==> config.mk <==
export PLATFORM = sky130hd
export DESIGN_NAME = cpu_fetch
export DESIGN_NICKNAME = d
export VERILOG_FILES = /design/src/common/cpu_pkg.sv /design/src/cpu_fetch.sv
export SDC_FILE = /design/constraint.sdc
export NUM_CORES = 1
export LEC_CHECK = 0
export ABC_AREA = 1
export ABC_CLOCK_PERIOD_IN_PS = 4200
export BUFFER_PORTS_ARGS = -buffer_cell sky130_fd_sc_hd__clkbuf_2
export CAP_MARGIN = 25
export CORE_MARGIN = 2
export CORE_UTILIZATION = 35
export DETAILED_ROUTE_END_ITERATION = 10
export PLACE_DENSITY_LB_ADDON = 0.3
export SLEW_MARGIN = 20
export SYNTH_ARGS = -nofsm -noshare
export SYNTH_HDL_FRONTEND = slang
export SYNTH_SLANG_ARGS = --single-unit
==> constraint.sdc <==
create_clock -name clk -period 4.2 [get_ports clk]
set_input_delay 0.21 -clock clk [delete_from_list [all_inputs] [get_ports clk]]
set_output_delay 0.21 -clock clk [all_outputs]
set_load 0.005 [all_outputs]
==> src/common/cpu_pkg.sv <==
`default_nettype none

package cpu_pkg;

	typedef logic [31:0] word_t; // Data, address and instruction word.
	typedef logic [4:0] reg_idx_t; // Register number.

	// Primary opcodes, instruction bits 31:26.
	localparam logic [5:0] op_rtype = 6'h00; // Register type, see the function field.
	localparam logic [5:0] op_j = 6'h02;
	localparam logic [5:0] op_jal = 6'h03;
	localparam logic [5:0] op_beq = 6'h04;
	localparam logic [5:0] op_bne = 6'h05;
	localparam logic [5:0] op_addi = 6'h08;
	localparam logic [5:0] op_ori = 6'h0d;
	localparam logic [5:0] op_lui = 6'h0f;
	localparam logic [5:0] op_lw = 6'h23;
	localparam logic [5:0] op_sw = 6'h2b;

	// Function field of register type instructions, bits 5:0.
	localparam logic [5:0] fn_jr = 6'h08;
	localparam logic [5:0] fn_jalr = 6'h09;
	localparam logic [5:0] fn_add = 6'h20;
	localparam logic [5:0] fn_sub = 6'h22;
	localparam logic [5:0] fn_and = 6'h24;
	localparam logic [5:0] fn_or = 6'h25;
	localparam logic [5:0] fn_slt = 6'h2a;

	typedef enum logic [2:0] {
		alu_add, // Also used for address calculation.
		alu_sub,
		alu_and,
		alu_or,
		alu_slt, // Signed compare, result is zero or one.
		alu_lui // Moves the low half of operand b to the upper half.
	} alu_op_t;

	localparam reg_idx_t irq_link_reg = 5'd27; // Receives the interrupt return address.
	localparam reg_idx_t irq_target_reg = 5'd26; // Holds the handler address.

	// jalr with rd = 27 and rs = 26, forced into decode by fetch on an interrupt.
	localparam word_t irq_jump_inst = {
		op_rtype, irq_target_reg, 5'd0, irq_link_reg, 5'd0, fn_jalr
	};
	localparam word_t nop_inst = 32'h0000_0000; // Decodes as sll r0, which writes nothing.

endpackage

`default_nettype wire

==> src/cpu_fetch.sv <==
`timescale 1ns/100ps
`default_nettype none

module cpu_fetch (
	input  wire logic           clk,
	input  wire logic           rst,
	input  wire logic           cpu_stall,
	input  wire logic           irq,
	input  wire logic           hazard_stall,
	input  wire logic           branch_taken,
	input  wire cpu_pkg::word_t branch_target,
	input  wire logic           jump_taken,
	input  wire cpu_pkg::word_t jump_target,
	output cpu_pkg::word_t      imem_addr,
	input  wire cpu_pkg::word_t imem_data,
	output cpu_pkg::word_t      if_pc,
	output cpu_pkg::word_t      if_inst
);
	import cpu_pkg::*;

	typedef enum logic [1:0] {
		irq_idle, // Normal fetch, irq is sampled here only.
		irq_wait, // Lets a control transfer or stall settle first.
		irq_jump, // Replaces the word at pc with the injected jalr.
		irq_nop // jalr sits in decode, its redirect loads the nop.
	} irq_state_t;

	irq_state_t irq_state;
	irq_state_t irq_next;
	word_t pc;
	word_t next_pc;
	logic redirect;
	logic fetch_ctrl;
	logic [5:0] fetch_op;
	logic [5:0] fetch_fn;

	assign fetch_op = imem_data[31:26];
	assign fetch_fn = imem_data[5:0];
	// The word being fetched now could redirect in decode next cycle.
	assign fetch_ctrl = fetch_op == op_beq || fetch_op == op_bne ||
		fetch_op == op_j || fetch_op == op_jal ||
		(fetch_op == op_rtype && (fetch_fn == fn_jr || fetch_fn == fn_jalr));

	assign redirect = branch_taken || jump_taken; // Decode already masks these during a stall.
	assign next_pc = branch_taken ? branch_target : // Branch wins over jump.
		jump_taken ? jump_target :
		pc + 32'd4;
	assign imem_addr = pc;

	always_comb begin
		irq_next = irq_state;
		case (irq_state)
			irq_idle: begin
				if (irq) begin
					irq_next = (fetch_ctrl || redirect || hazard_stall) ? irq_wait : irq_jump;
				end
			end
			irq_wait: if (!hazard_stall) irq_next = irq_jump;
			irq_jump: if (!hazard_stall) irq_next = irq_nop;
			irq_nop: if (redirect) irq_next = irq_idle; // Handler address is on its way.
			default: irq_next = irq_idle;
		endcase
	end

	always_ff @(posedge clk) begin
		if (rst) begin
			pc <= '0;
			if_inst <= nop_inst;
			irq_state <= irq_idle;
		end else if (!cpu_stall) begin
			irq_state <= irq_next;
			if (redirect) begin
				pc <= next_pc;
				if_inst <= nop_inst; // Flush the word behind the branch, no delay slot.
			end else if (!hazard_stall) begin
				case (irq_state)
					irq_wait: if_inst <= nop_inst; // pc holds, that word is fetched later.
					irq_jump: if_inst <= irq_jump_inst; // pc holds as the return address.
					default: begin
						pc <= next_pc;
						if_inst <= imem_data;
					end
				endcase
			end
		end
	end

	// The link adds eight, so the injected jalr saves the pc it displaced.
	always_ff @(posedge clk) begin
		if (!cpu_stall && !redirect && !hazard_stall) begin
			if_pc <= (irq_state == irq_jump) ? pc - 32'd8 : pc;
		end
	end

endmodule

`default_nettype wire

==> impl_metrics.tcl <==
set metrics [dict create \
    synth_edf_count 32 \
    fin_util 0.453 \
    layout_commonest_cell "nand2_1" \
    grt_pass1_vias 5117 \
    cts_tree "built" \
    crit_type "register to register" \
    maxCapViolations 0 \
    place_hpwl_microns 12700 \
    vias 5496 \
    cp_max_fo 37 \
    first_pass_iters 5 \
    timing.fmax_mhz 449 \
    routabilityCongestion 0.913 \
    viasPerCell 4.82 \
    hold_viol 0 \
    setup_violations 0 \
    root_buffer "clkbuf_16" \
    core.rowCount 45 \
    dieWidth_microns 129 \
    critPathCaptureType "register" \
    worstPathCellList "inv_1, ha_1, inv_1, nand2_1, nand2_2, inv_2, o22ai_1, a31oi_1" \
    ys_warn_count 0 \
    final.min_clock_period_ps 2230 \
    numCtsBuffers 9 \
    synth_area_leaders "dfxtp_1 (24%), edfxtp_1 (17%), nand2_1 (14%)" \
    postCtsSetupRepairBufs 0 \
    grt_max_degree 38 \
    cp_common_cell "inv_1" \
    ys_seq_elements 98 \
    hold_class "input port to register" \
    clock_latency_ps 350 \
    grt_setup_unrepaired "false" \
    antenna_found_initial 0 \
    p_total_mw 2.37 \
    io_buffers 198 \
    synth.largest_area_cell "dfxtp_1" \
    synth-seq-area-share 0.414 \
    synth_cells 749 \
    wl_met2_microns 7600 \
    cts_resized 0 \
    synth_nets 859 \
    ant_nets 0 \
    syn_area_sq_um 5510 \
    area_growth_pct 25.9 \
    tns_ps 0 \
    cts.clk_slew.worst_paths_ps 70 \
    p_leak_nw 3.11 \
    final_cell_count_no_fill 1140 \
    dieArea_sq_um 16800 \
    synth_top_area_frac 0.240 \
    critPathMaxStageDelay_ps 480 \
    overflow 0 \
    nets 1034 \
    die_h_microns 129 \
    cts_buffer_depth 2 \
    final_cell_mix "nand2_1 (201), clkbuf_2 (198), nor2_1 (75)" \
    htreeDepth 3 \
    drv_slew 0 \
    worst_pin_slew_ps 843 \
    grt_usage 0.199 \
    wl_met1_microns 7580 \
    avgSynthCellArea_sq_um 7.36 \
    highest-signal-layer "met4" \
    ys_types 40 \
    clock-sinks 98 \
    crit_slowest_cell "nand2_2" \
    slew_headroom 0.437 \
    start_kind "register" \
    drt_wl_total_microns 16700 \
    cp.required_ps 4430 \
    irDropWorstVdd_v 0.000200 \
    ios 199 \
    dr.first_iter.drc_count 422 \
    layout-drive-gt1-share 0.279 \
    n_antenna_cell 0 \
    skew_ps 6.47 \
    status "complete, no violations" \
    min_period_over_period 0.531 \
    powerDensity_nw_per_um2 341 \
    avgRoutedWirePerCell_microns 14.7 \
    arrival_ps 2450 \
    synthFlopType "dfxtp_1" \
    wl_met3_microns 1230 \
    dp_cells 1122 \
    grt_pass1_wl_microns 26300 \
    rrSetupSlack_ps 1970 \
    initial_core_util 0.360 \
    drc 0 \
    async_reset_ff_frac 0 \
    core_area_sq_um 15300 \
    holdBufCountCts 0 \
]
[registers in the layout, indices dropped and copies added (netlist names)]
signal	cells
if_pc	32
if_inst	32
imem_addr	32
irq_state	2
[critical path: cells and delay by family, from the launching register on]
family / cells / cell delay [ps]
compound gates: 2 / 330
fa+ha+maj: 1 / 330
buf+inv: 3 / 520
flops: 1 / 380
simple gates: 2 / 540
[cell families after synthesis]
family | count (synthesis) | synth area share
simple gates | 371 | 0.294
buf+inv | 103 | 0.0776
compound gates | 141 | 0.152
flops | 98 | 0.414
fa+ha+maj | 7 | 0.0159
xor+xnor | 29 | 0.0461
[area by class of cell]
cell class                      count  area [sq um]
Clock buffer                       11           253
Inverter                           64           240
Clock inverter                      5          35.0
Fill cell                        1600          8370
Timing Repair Buffer              203          1060
Sequential cell                    98          2280
Tap cell                          211           264
Multi-Input combinational cell    548          2810
[metrics by stage]
stage                     worst slack, ps  instance area, sq um  hold WS [ps]
final                                1970                  6940          88.6
after global routing                 1750                  6940          93.7
after CTS                            2000                  6900          77.8
after detailed placement             1640                  6610           453
after global placement               1690                  6610           448
after floorplan                      1510                  5510           358
[report_power, final]
part | internal, mW | switching (mW)
registers | 1.03 | 0.0897
logic | 0.177 | 0.261
clock network | 0.437 | 0.368
[metal layers]
layer	up-vias	track usage
met1	2461	0.283
met4	0	0.0740
met5	-	0
met2	202	0.306
met3	21	0.0330
li1	2812	-
[cells in the mapped netlist, drive strengths merged, types with 2 or more instances]
cell    count
a211oi      2
a21oi      57
a22o       23
a31oi      10
a41oi       4
and2        2
buf        25
clkbuf     14
dfxtp      66
edfxtp     32
ha          7
inv        64
nand2     210
nand3      41
nand4       7
nor2       95
nor3        8
nor4        2
o21ai      40
or2         4
xor2       28
[final timing paths]
path | from | end | cells after the start
worst min register to register | if_inst[5]$_SDFFE_PP0P_ | if_inst[5]$_SDFFE_PP0P_ | 2
worst max register to register | irq_state[0]$_SDFFE_PP0P_ | imem_addr[7]$_SDFFE_PP0P_ | 8
worst max-delay path | irq_state[0]$_SDFFE_PP0P_ | imem_addr[7]$_SDFFE_PP0P_ | 8
worst min-delay path | imem_data[16] | if_inst[16]$_SDFFE_PP0P_ | 3
No activity file was read; power rests on OpenSTA's default activity.
